File: config.mk
export PLATFORM = sky130hd
export DESIGN_NAME = frame_streamer_top
export DESIGN_NICKNAME = d
export VERILOG_FILES = /design/src/rtl/stream_pkg.sv /design/src/rtl/fifo2axis.sv /design/src/rtl/frame_streamer_top.sv /design/src/rtl/stream_ram_2p.sv /design/src/rtl/sync_fifo.sv /design/src/rtl/word_mod_counter.sv
export SDC_FILE = /design/constraint.sdc
export NUM_CORES = 1
export LEC_CHECK = 0
export BUFFER_PORTS_ARGS = -buffer_cell sky130_fd_sc_hd__buf_2
export CAP_MARGIN = 20
export CORE_MARGIN = 2
export CORE_UTILIZATION = 45
export DETAILED_ROUTE_END_ITERATION = 6
export GPL_TIMING_DRIVEN = 0
export PLACE_DENSITY = 0.67
export SYNTH_ARGS = -nofsm -noshare
export SYNTH_HDL_FRONTEND = slang
export SYNTH_SLANG_ARGS = --single-unit
File: constraint.sdc
create_clock -name clk_i -period 4 [get_ports clk_i]
set_input_delay 0.8 -clock clk_i [delete_from_list [all_inputs] [get_ports clk_i]]
set_output_delay 0.8 -clock clk_i [all_outputs]
set_load 0.05 [all_outputs]
File: src/rtl/stream_pkg.sv
// Shared widths and FIFO sizing for the frame streamer
// Imported by every RTL block of the streamer

`default_nettype none

package stream_pkg;

   // Width of one data word
   localparam int DATA_W = 32;

   // Frame length and word counter width, a len of zero is not used
   localparam int LEN_W = 8;

   // FIFO storage geometry
   localparam int FIFO_ADDR_W = 4;
   localparam int FIFO_DEPTH  = 1 << FIFO_ADDR_W;

   // One extra bit so the level can hold a full count
   localparam int LEVEL_W = FIFO_ADDR_W + 1;

endpackage

`default_nettype wire

File: src/rtl/fifo2axis.sv
// Converter from a FIFO read port to an AXI-Stream style output
// Cuts the stream into frames of len_i words by asserting tlast

`timescale 1ns/1ns
`default_nettype none

module fifo2axis (
   input  wire logic                          clk_i,
   input  wire logic                          rst_n_i,

   // Control
   input  wire logic                          en_i,
   input  wire logic [stream_pkg::LEN_W-1:0]  len_i,

   // FIFO side
   input  wire logic                          fifo_empty_i,
   output logic                               fifo_read_o,
   input  wire logic [stream_pkg::DATA_W-1:0] fifo_rdata_i,

   // Stream side
   output logic                               axis_tvalid_o,
   output logic      [stream_pkg::DATA_W-1:0] axis_tdata_o,
   input  wire logic                          axis_tready_i,
   output logic                               axis_tlast_o
);

   import stream_pkg::*;

   logic             pipe_en;
   logic             valid_int;
   logic             last_int;
   logic [LEN_W-1:0] len_m1;
   logic [LEN_W-1:0] word_count;

   // Output register is free when empty or being taken this cycle
   assign pipe_en = en_i & (axis_tready_i | ~axis_tvalid_o);

   // Fetch only when the output slot frees up
   assign fifo_read_o = en_i & ~fifo_empty_i & (~axis_tvalid_o | axis_tready_i);

   assign len_m1 = len_i - 1'b1;

   // Position of the most recent read in its frame
   word_mod_counter word_count_inst (
      .clk_i  (clk_i),
      .rst_n_i(rst_n_i),
      .en_i   (fifo_read_o),
      .mod_i  (len_m1),
      .count_o(word_count)
   );

   // Internal stage, covers the FIFO read latency
   always_ff @(posedge clk_i) begin
      if (!rst_n_i) begin
         valid_int <= 1'b0;
      end else if (pipe_en) begin
         valid_int <= fifo_read_o;
      end
   end

   // The counter only moves on a read, so it stays tied to the word in
   // the internal stage until that word is moved to the output
   assign last_int = valid_int & (word_count == len_m1);

   // Output stage control
   always_ff @(posedge clk_i) begin
      if (!rst_n_i) begin
         axis_tvalid_o <= 1'b0;
         axis_tlast_o  <= 1'b0;
      end else if (pipe_en) begin
         axis_tvalid_o <= valid_int;
         axis_tlast_o  <= last_int;
      end
   end

   // Output data word
   always_ff @(posedge clk_i) begin
      if (pipe_en) begin
         axis_tdata_o <= fifo_rdata_i;
      end
   end

endmodule

`default_nettype wire

File: src/rtl/frame_streamer_top.sv
// Top of the frame streamer, host writes go into the FIFO
// and come out as a framed stream through the converter

`timescale 1ns/1ns
`default_nettype none

module frame_streamer_top (
   input  wire logic                           clk_i,
   input  wire logic                           rst_n_i,

   // Control
   input  wire logic                           en_i,
   input  wire logic [stream_pkg::LEN_W-1:0]   len_i,

   // Host write side
   input  wire logic                           wr_i,
   input  wire logic [stream_pkg::DATA_W-1:0]  wr_data_i,
   output logic                                full_o,
   output logic      [stream_pkg::LEVEL_W-1:0] level_o,

   // Stream side
   output logic                                axis_tvalid_o,
   output logic      [stream_pkg::DATA_W-1:0]  axis_tdata_o,
   input  wire logic                           axis_tready_i,
   output logic                                axis_tlast_o
);

   import stream_pkg::*;

   logic              fifo_empty;
   logic              fifo_read;
   logic [DATA_W-1:0] fifo_rdata;

   sync_fifo fifo_inst (
      .clk_i    (clk_i),
      .rst_n_i  (rst_n_i),
      .wr_i     (wr_i),
      .wr_data_i(wr_data_i),
      .rd_i     (fifo_read),
      .rd_data_o(fifo_rdata),
      .empty_o  (fifo_empty),
      .full_o   (full_o),
      .level_o  (level_o)
   );

   fifo2axis conv_inst (
      .clk_i        (clk_i),
      .rst_n_i      (rst_n_i),
      .en_i         (en_i),
      .len_i        (len_i),
      .fifo_empty_i (fifo_empty),
      .fifo_read_o  (fifo_read),
      .fifo_rdata_i (fifo_rdata),
      .axis_tvalid_o(axis_tvalid_o),
      .axis_tdata_o (axis_tdata_o),
      .axis_tready_i(axis_tready_i),
      .axis_tlast_o (axis_tlast_o)
   );

endmodule

`default_nettype wire

File: src/rtl/stream_ram_2p.sv
// Two-port storage array for the FIFO, one write port and one read port
// The read port has a registered output that holds while re_i is low

`timescale 1ns/1ns
`default_nettype none

module stream_ram_2p (
   input  wire logic                           clk_i,

   // Write port
   input  wire logic                           we_i,
   input  wire logic [stream_pkg::FIFO_ADDR_W-1:0] waddr_i,
   input  wire logic [stream_pkg::DATA_W-1:0]      wdata_i,

   // Read port
   input  wire logic                           re_i,
   input  wire logic [stream_pkg::FIFO_ADDR_W-1:0] raddr_i,
   output logic      [stream_pkg::DATA_W-1:0]      rdata_o
);

   import stream_pkg::*;

   // Storage array
   logic [DATA_W-1:0] mem [FIFO_DEPTH];

   always_ff @(posedge clk_i) begin
      if (we_i) begin
         mem[waddr_i] <= wdata_i;
      end
   end

   // Read register, keeps the last word read until the next read
   always_ff @(posedge clk_i) begin
      if (re_i) begin
         rdata_o <= mem[raddr_i];
      end
   end

endmodule

`default_nettype wire

File: src/rtl/sync_fifo.sv
// Synchronous FIFO with a level count and empty and full flags
// Read data appears one cycle after the read is sampled

`timescale 1ns/1ns
`default_nettype none

module sync_fifo (
   input  wire logic                           clk_i,
   input  wire logic                           rst_n_i,

   // Write side
   input  wire logic                           wr_i,
   input  wire logic [stream_pkg::DATA_W-1:0]  wr_data_i,

   // Read side
   input  wire logic                           rd_i,
   output logic      [stream_pkg::DATA_W-1:0]  rd_data_o,

   // Status
   output logic                                empty_o,
   output logic                                full_o,
   output logic      [stream_pkg::LEVEL_W-1:0] level_o
);

   import stream_pkg::*;

   logic                   wr_en;
   logic                   rd_en;
   logic [FIFO_ADDR_W-1:0] wr_ptr;
   logic [FIFO_ADDR_W-1:0] rd_ptr;

   // Flags come straight from the occupancy count
   assign empty_o = (level_o == '0);
   assign full_o  = (level_o == LEVEL_W'(FIFO_DEPTH));

   // Drop writes when full and reads when empty
   assign wr_en = wr_i & ~full_o;
   assign rd_en = rd_i & ~empty_o;

   // Pointers wrap naturally at the array size
   always_ff @(posedge clk_i) begin
      if (!rst_n_i) begin
         wr_ptr <= '0;
      end else if (wr_en) begin
         wr_ptr <= wr_ptr + 1'b1;
      end
   end

   always_ff @(posedge clk_i) begin
      if (!rst_n_i) begin
         rd_ptr <= '0;
      end else if (rd_en) begin
         rd_ptr <= rd_ptr + 1'b1;
      end
   end

   // Occupancy count
   always_ff @(posedge clk_i) begin
      if (!rst_n_i) begin
         level_o <= '0;
      end else begin
         case ({wr_en, rd_en})
            2'b10: begin
               level_o <= level_o + 1'b1;
            end
            2'b01: begin
               level_o <= level_o - 1'b1;
            end
            default: begin
               // Both or neither, count unchanged
               level_o <= level_o;
            end
         endcase
      end
   end

   stream_ram_2p ram (
      .clk_i  (clk_i),
      .we_i   (wr_en),
      .waddr_i(wr_ptr),
      .wdata_i(wr_data_i),
      .re_i   (rd_en),
      .raddr_i(rd_ptr),
      .rdata_o(rd_data_o)
   );

endmodule

`default_nettype wire

File: src/rtl/word_mod_counter.sv
// Modulo counter that marks each read's position inside its frame
// Resets to all ones so the first enabled count is zero

`timescale 1ns/1ns
`default_nettype none

module word_mod_counter (
   input  wire logic                         clk_i,
   input  wire logic                         rst_n_i,
   input  wire logic                         en_i,
   input  wire logic [stream_pkg::LEN_W-1:0] mod_i,
   output logic      [stream_pkg::LEN_W-1:0] count_o
);

   import stream_pkg::*;

   logic [LEN_W-1:0] count_nxt;

   // Wrap at or past the modulus, which also catches the reset value
   always_comb begin
      if (count_o >= mod_i) begin
         count_nxt = '0;
      end else begin
         count_nxt = count_o + 1'b1;
      end
   end

   always_ff @(posedge clk_i) begin
      if (!rst_n_i) begin
         count_o <= '1;
      end else if (en_i) begin
         count_o <= count_nxt;
      end
   end

endmodule

`default_nettype wire

==> results of run 1 <==
## synth_stat cells, drive strengths merged (2+ instances only)
cell and n:
nor2b 5, inv 23, mux2i 2, a21o 3
nor3 6, nand2 23, xnor2 12, mux4 160
edfxtp 576, o221ai 5, ha 19, and3 3
and2 11, dfxtp 24, o21ai 8, xor2 3
nor4 2, a21boi 2, nor2 16, nand4 5
clkbuf 18, nand2b 4, a21oi 11, nand3 6
buf 25
## path summary, 6_finish.rpt
| check | slack (ns) | to | cells after the start |
|---|---|---|---|
| worst max-delay path | 0.87 | fifo_inst.level_o[4]$_SDFFE_PN0P_ | 11 |
| worst min register to register | 0.42 | conv_inst.axis_tdata_o[15]$_DFFE_PP_ | 0 |
| worst min-delay path | 0.42 | conv_inst.axis_tdata_o[15]$_DFFE_PP_ | 0 |
| worst max register to register | 0.87 | fifo_inst.level_o[4]$_SDFFE_PN0P_ | 11 |
## layer usage
| layer | wire length, microns | up-vias | GRT usage (%) |
|---|---|---|---|
| met5 | 11 | - | 0 |
| met4 | 877 | 2 | 4.87 |
| met3 | 3050 | 71 | 2.90 |
| met2 | 23500 | 342 | 30.0 |
| met1 | 21100 | 5628 | 27.0 |
| li1 | - | 4475 | - |
## kinds of logic after synthesis
logic type / Yosys count
multiplexers: 162
AND/OR/NAND/NOR: 85
flip-flops: 600
AO/OA/AOI/OAI: 34
XOR/XNOR: 15
buffers and inverters: 66
adder cells (fa/ha/maj): 20
## state kept, by name, summed over array words and instances, names as in the netlist
signal	count
conv_inst.axis_tdata_o	32
conv_inst.axis_tlast_o	1
conv_inst.axis_tvalid_o	1
conv_inst.valid_int	1
conv_inst.word_count_inst.count_o	8
fifo_inst.level_o	5
fifo_inst.ram.mem	512
fifo_inst.ram.rdata_o	32
fifo_inst.rd_ptr	4
fifo_inst.wr_ptr	4
## critical path, stage by stage, from the launching register on
cell	delay [ns]
dfxtp_1	0.35
nor4_1	0.47
a21o_1	0.18
buf_2	0.26
inv_2	0.29
ha_1	0.33
ha_1	0.33
nor2b_1	0.14
o21ai_0	0.19
a21oi_1	0.10
nor3_1	0.22
mux2i_1	0.20
## where the power goes
| part | switching, mW | internal (mW) | leakage (nW) |
|---|---|---|---|
| logic | 1.95 | 1.51 | 2.08 |
| registers | 0.180 | 7.45 | 5.43 |
| clock network | 2.27 | 2.98 | 0.870 |
| total | 4.40 | 11.9 | 8.38 |
## cell type report
cell class	instances	area, sq um	area share (%)
flip-flops and latches	600	17800	66.9
multi-input cells	316	4830	18.2
clock buffers	72	1500	5.66
repair buffers	107	971	3.65
well taps	672	841	3.16
clock inverters	33	303	1.14
plain buffers	43	267	1.00
inverters	23	86.3	0.325
diodes	3	7.51	0.0282
## per-stage QoR
step / area [sq um] / setup WS [ns] / TNS, ns
after floorplan: 22800 / 0.634 / 0
after global placement: 24100 / -1.39 / -595.49
after detailed placement: 24800 / 0.315 / 0
after CTS: 26600 / 0.834 / 0
after global routing: 26600 / 0.691 / 0
final: 26600 / 0.872 / 0
## cell usage in the layout, fill, tap and decap left out, drive strengths merged, types with 6 or more instances in the layout
master	n
nand2	23
clkbuf	90
nor3	6
mux4	160
xnor2	12
ha	19
nor2	16
dfxtp	24
a21oi	11
edfxtp	576
and2	11
nand3	6
buf	132
clkinv	22
inv	25
o21ai	8
==> results by group, run 1 <==
Worst hold path
  • Hold path startpoint: fifo_inst.ram.rdata_o[15]$_DFFE_PP_
  • Min-delay worst type: reg2reg

Setup path
  • CP Max Fanout: 18
  • R2R Path Start: fifo_inst.level_o[0]$_SDFFE_PN0P_
  • CP required: 4.54 ns
  • Crit. End Element: register
  • WS Path Type: reg2reg
  • Crit. Startpoint: fifo_inst.level_o[0]$_SDFFE_PN0P_
  • Critical Path AT: 3.67 ns
  • CP startpoint kind: register

Logic synthesis
  • Post-Syn Area: 22,800 sq um
  • Top FF cell, synth: edfxtp_1
  • Post-Synth XOR/XNOR Area: 0.576%
  • Combinational family with the most area after synthesis: multiplexers
  • Asr flop ratio synth: 0%
  • Post-synth net total: 1,047
  • Gate count of the mapped netlist: 982
  • Distinct cells, synth: 42
  • Synth Register Bits: 600
  • Seq/Total Area, Yosys: 77.9%
  • Synth Area in Simple Gates: 1.85%
  • Synth Area in Adders: 1.13%
  • Post-synth EDFFs: 576
  • Post-synthesis mux area share: 16.0%
  • Compound-cell area share of the yosys netlist: 1.03%
  • Synth area leaders: edfxtp_1 (76%), mux4_2 (15%), dfxtp_1 (2.1%), ha_1 (1.0%), mux4_1 (0.69%)
  • Yosys warning count: 0
  • Top cell type's share of synthesized area: 75.8%
  • Post-Syn Area per Cell: 23.2 sq um
  • Post-synth top area cell: edfxtp_1

Die
  • Core area: 50,100 sq um
  • Horiz. Die Dim: 229 microns
  • Die area: 52,500 sq um
  • Die height: 229 microns
  • # IOs: 85
  • Starting Density: 45.6%
  • Rows: 82

Detailed routing
  • DR pass1 iterations: 5
  • Vias per cell: 5.63
  • Final wirelength: 48,500 microns
  • Routed WL per cell: 26.0 microns
  • Via count: 10,500
  • Post-DRT Antenna Nets: 0
  • Initial DRC Count: 1,161
  • # DRC: 0

Clock network
  • Root Buffer: clkbuf_16
  • Resized cells post-CTS: 0
  • CTS clk-pin slew, worst paths: 0.06 ns
  • Num CTS Buffers: 58
  • Clock Path Buffers: 3
  • Clk Latency, worst-skew pair: 0.61 ns
  • H-tree depth: 2
  • Clk sink count: 600
  • TritonCTS clock tree: yes
  • Post-CTS Hold Fix Bufs: 0
  • Post-CTS Setup Inserts: 0

Pwr
  • Design Power: 16.4 mW
  • Max IR drop VDD: 434 uV
  • Leakage: 8.38 nW
  • PwrDens: 615 nW/um^2

Job
  • Max-cap violations: 0

Cells and area
  • Filler cells: 3,875
  • Area Growth Syn to Fin: 16.5%
  • Nets: 1,214
  • Util after Layout: 53.1%
  • Final cell count without fillers: 1,869
  • Ratio of cells with drive above 1 in the final layout: 31.5%

Placed design
  • Cells after DPL: 1,761
  • PortBufs: 84
  • Gpl congestion: 0.733
  • Final HPWL DP: 29,700 microns

Global route
  • First-pass GRT wire length: 71,200 microns
  • Initial antenna violation count: 4
  • Grt total ovfl: 0
  • Largest net degree at the start of global routing: 24
  • Number of global-route vias before repair: 10,800
  • Tot GR Track Use: 18.7%

Timing
  • Slew Limit Fails: 0
  • Worst hold slack: 0.416 ns
  • Layout Skew: 0.0141 ns
  • Final setup vio count: 0
  • Final min period: 3.13 ns
  • Fin. Hold Viols: 0
  • Actual slew at the worst max-slew pin: 1.03 ns
  • Final Cycle Share: 78.2%
  • Worst rel slew slack: 31.1%
  • Fmax: 320 MHz
  • RSZ-0062 raised after global routing: false

Run status
  • Status: finished clean
No activity file was read; power rests on OpenSTA's default activity.
==> run 2: changes to the inputs <==
- PLACE_DENSITY: 0.67 -> 0.65
- clock period: 4 -> 2.98 ns (I/O delays scaled with it)
==> run 2 against run 1 <==
Compared with the run above: clock power grew 36%; cell count grew 0.32%; via count shrank 1.1%; critical path type unchanged; largest cell class unchanged.
==> results by group, run 2 (same netlist as run 1, synthesis figures left out) <==
Detailed routing
  • Final wirelength: 47,100 microns
  • # DRC: 0
  • DR pass1 iterations: 5
  • Top Metal Used: met5
  • Vias per cell: 5.55
  • WL met3: 2510 microns
  • Via count: 10,400
  • Routed WL per cell: 25.1 microns
  • Initial DRC Count: 1,004
  • Post-DRT Antenna Nets: 0
  • Met2 routed WL: 23,800 microns
  • Wl on met1: 19,900 microns

Placed design
  • PortBufs: 84
  • Gpl congestion: 0.717
  • Final HPWL DP: 28,700 microns
  • Cells after DPL: 1,759
  • Pre-CTS WS: -0.660 ns

Worst hold path
  • Hold Crit Endpoint: fifo_inst.rd_ptr[0]$_SDFFE_PN0P_
  • Min-delay worst type: in2reg
  • Hold path startpoint: rst_n_i
  • Hold Path Cell Cnt: 2

Cells and area
  • Ratio of cells with drive above 1 in the final layout: 32.1%
  • Biggest register: fifo_inst.ram.mem
  • Commonest non-fill, non-tap cell in the layout: edfxtp_1
  • Area Growth Syn to Fin: 16.8%
  • Filler cells: 3,884
  • ANT cells: 0
  • Biggest regs: fifo_inst.ram.mem (512), conv_inst.axis_tdata_o (32), fifo_inst.ram.rdata_o (32)
  • Max reg flops: 512
  • Util after Layout: 53.2%
  • Final cell count without fillers: 1,875
  • Commonest non-fill, non-tap cells in the layout: edfxtp_1 (576), mux4_2 (154), buf_2 (87)
  • Nets: 1,218

Setup path
  • Crit. End Element: register
  • R2r worst-path depth: 4
  • Critical Path AT: 3.20 ns
  • Cell mode on critical path: mux4_2
  • WS Path Type: reg2reg
  • CP Max Fanout: 10
  • Slowest stage cell, crit path: buf_1
  • RR Endpoint: fifo_inst.ram.rdata_o[1]$_DFFE_PP_
  • Worst R2R Setup Slack: 0.12 ns
  • R2R Path Start: fifo_inst.rd_ptr[1]$_SDFFE_PN0P_
  • CP required: 3.32 ns
  • Largest stage delay on the critical path: 0.75 ns
  • Worst path cell trace: clkbuf_1 > buf_1 > mux4_2 > mux4_2
  • CP startpoint kind: register

Die
  • Core area: 50,100 sq um
  • Starting Density: 45.6%
  • Die area: 52,500 sq um
  • Rows: 82
  • Horiz. Die Dim: 229 microns
  • # IOs: 85
  • Die height: 229 microns

Clock network
  • TritonCTS clock tree: yes
  • Root Buffer: clkbuf_16
  • Clock Path Buffers: 3
  • H-tree depth: 2
  • Post-CTS Hold Fix Bufs: 0
  • Num CTS Buffers: 59
  • CTS clk-pin slew, worst paths: 0.06 ns
  • Clk sink count: 600
  • Clk Latency, worst-skew pair: 0.61 ns

Pwr
  • Switching fraction of total power: 26.9%
  • Clock network fraction of design power: 32.4%
  • Comb pwr share: 21.2%
  • Leakage: 8.43 nW
  • Switching pwr: 5.94 mW
  • Sequential power share: 46.4%
  • Max IR drop VDD: 426 uV
  • P_int: 16.2 mW
  • PwrDens: 829 nW/um^2

Job
  • Max-cap violations: 0

Timing
  • Final min period: 2.86 ns
  • Final worst setup slack: 0.121 ns
  • Final Cycle Share: 96.0%
  • Slew Limit Fails: 0
  • RSZ-0062 raised after global routing: true
  • Final setup vio count: 0
  • Worst hold slack: 0.342 ns
  • Fmax: 350 MHz
  • Worst rel slew slack: 29.7%
  • Setup_tns: 0 ns
  • Fin. Hold Viols: 0
  • Actual slew at the worst max-slew pin: 1.05 ns
  • Layout Skew: 0.0101 ns

Global route
  • Tot GR Track Use: 18.2%
  • First-pass GRT wire length: 69,700 microns
  • Number of global-route vias before repair: 10,700
  • Largest net degree at the start of global routing: 41
  • Initial antenna violation count: 2
  • Grt total ovfl: 0

Run status
  • Status: finished clean
==> run 2: cell count changes in the layout (fill, tap and decap cells not counted), sizes merged <==
cell and change:
diode -3, clkinv +8, clkinvlp -3, buf +2, clkbuf +2
==> run 2: power by group through the flow <==
stage          combinational (mW)  clock (mW)  sequential (mW)
2_1_floorplan                2.85           0             10.9
3_3_place_gp                 4.49           0             10.4
3_5_place_dp                 4.64           0             10.4
4_1_cts                      4.69        7.30             10.2
5_1_grt                      5.07        7.61             10.3
6_report                     4.69        7.16             10.2
==> run 2: stage by stage <==
step                      power (mW)  cell area, sq um
after global placement          14.9             24100
after detailed placement        15.1             24700
final                           22.1             26700
after CTS                       22.2             26500
after floorplan                 13.7             22900
after global routing            23.0             26700
==> run 2: worst max path at each step <==
stage                                 startpoint                                 end  slack [ns]  cells past startpoint
2_1_floorplan  fifo_inst.level_o[2]$_SDFFE_PN0P_   fifo_inst.ram.mem[7][0]$_DFFE_PP_       -0.33                      4
3_3_place_gp                                wr_i  fifo_inst.ram.mem[4][14]$_DFFE_PP_       -2.29                      4
3_5_place_dp                       axis_tready_i   fifo_inst.level_o[4]$_SDFFE_PN0P_       -0.66                     14
4_1_cts        fifo_inst.level_o[0]$_SDFFE_PN0P_   fifo_inst.level_o[4]$_SDFFE_PN0P_        0.01                     11
5_1_grt        fifo_inst.level_o[2]$_SDFFE_PN0P_  fifo_inst.ram.mem[5][15]$_DFFE_PP_      -0.007                      5
6_report        fifo_inst.rd_ptr[1]$_SDFFE_PN0P_  fifo_inst.ram.rdata_o[1]$_DFFE_PP_        0.12                      4
==> run 2: timing repair <==
| item | 4_1_cts | 5_1_grt |
|---|---|---|
| resized for setup | 4 | 8 |
| buffers inserted | 0 | 3 |
| cloned | 0 | 1 |
| setup endpoints to repair | 2 | 17 |
| pin swaps | 0 | 1 |
==> run 2: area by class of cell <==
type                       instances  area, sq um  share of cell area, %
buffer                            43          273                   1.02
clock buffer                      74         1550                   5.83
clock inverter                    37          313                   1.17
inverter                          23          113                  0.422
multi-input combinational        316         4840                   18.2
sequential                       600        17800                   66.7
tap                              672          841                   3.15
timing repair buffer             109          928                   3.48
timing repair inverter             1         11.3                 0.0422
==> run 2: metal layers <==
| metal | global-route usage (%) | vias to the layer above |
|---|---|---|
| met3 | 2.70 | 70 |
| met4 | 5.05 | 4 |
| li1 | - | 4484 |
| met5 | 0 | - |
| met2 | 30.4 | 285 |
| met1 | 25.1 | 5555 |
==> run 2: critical path: cells and delay by family (launching register included) <==
family	cells	cell delay [ns]
mux	2	0.94
flops	1	0.45
buf+inv	2	1.20
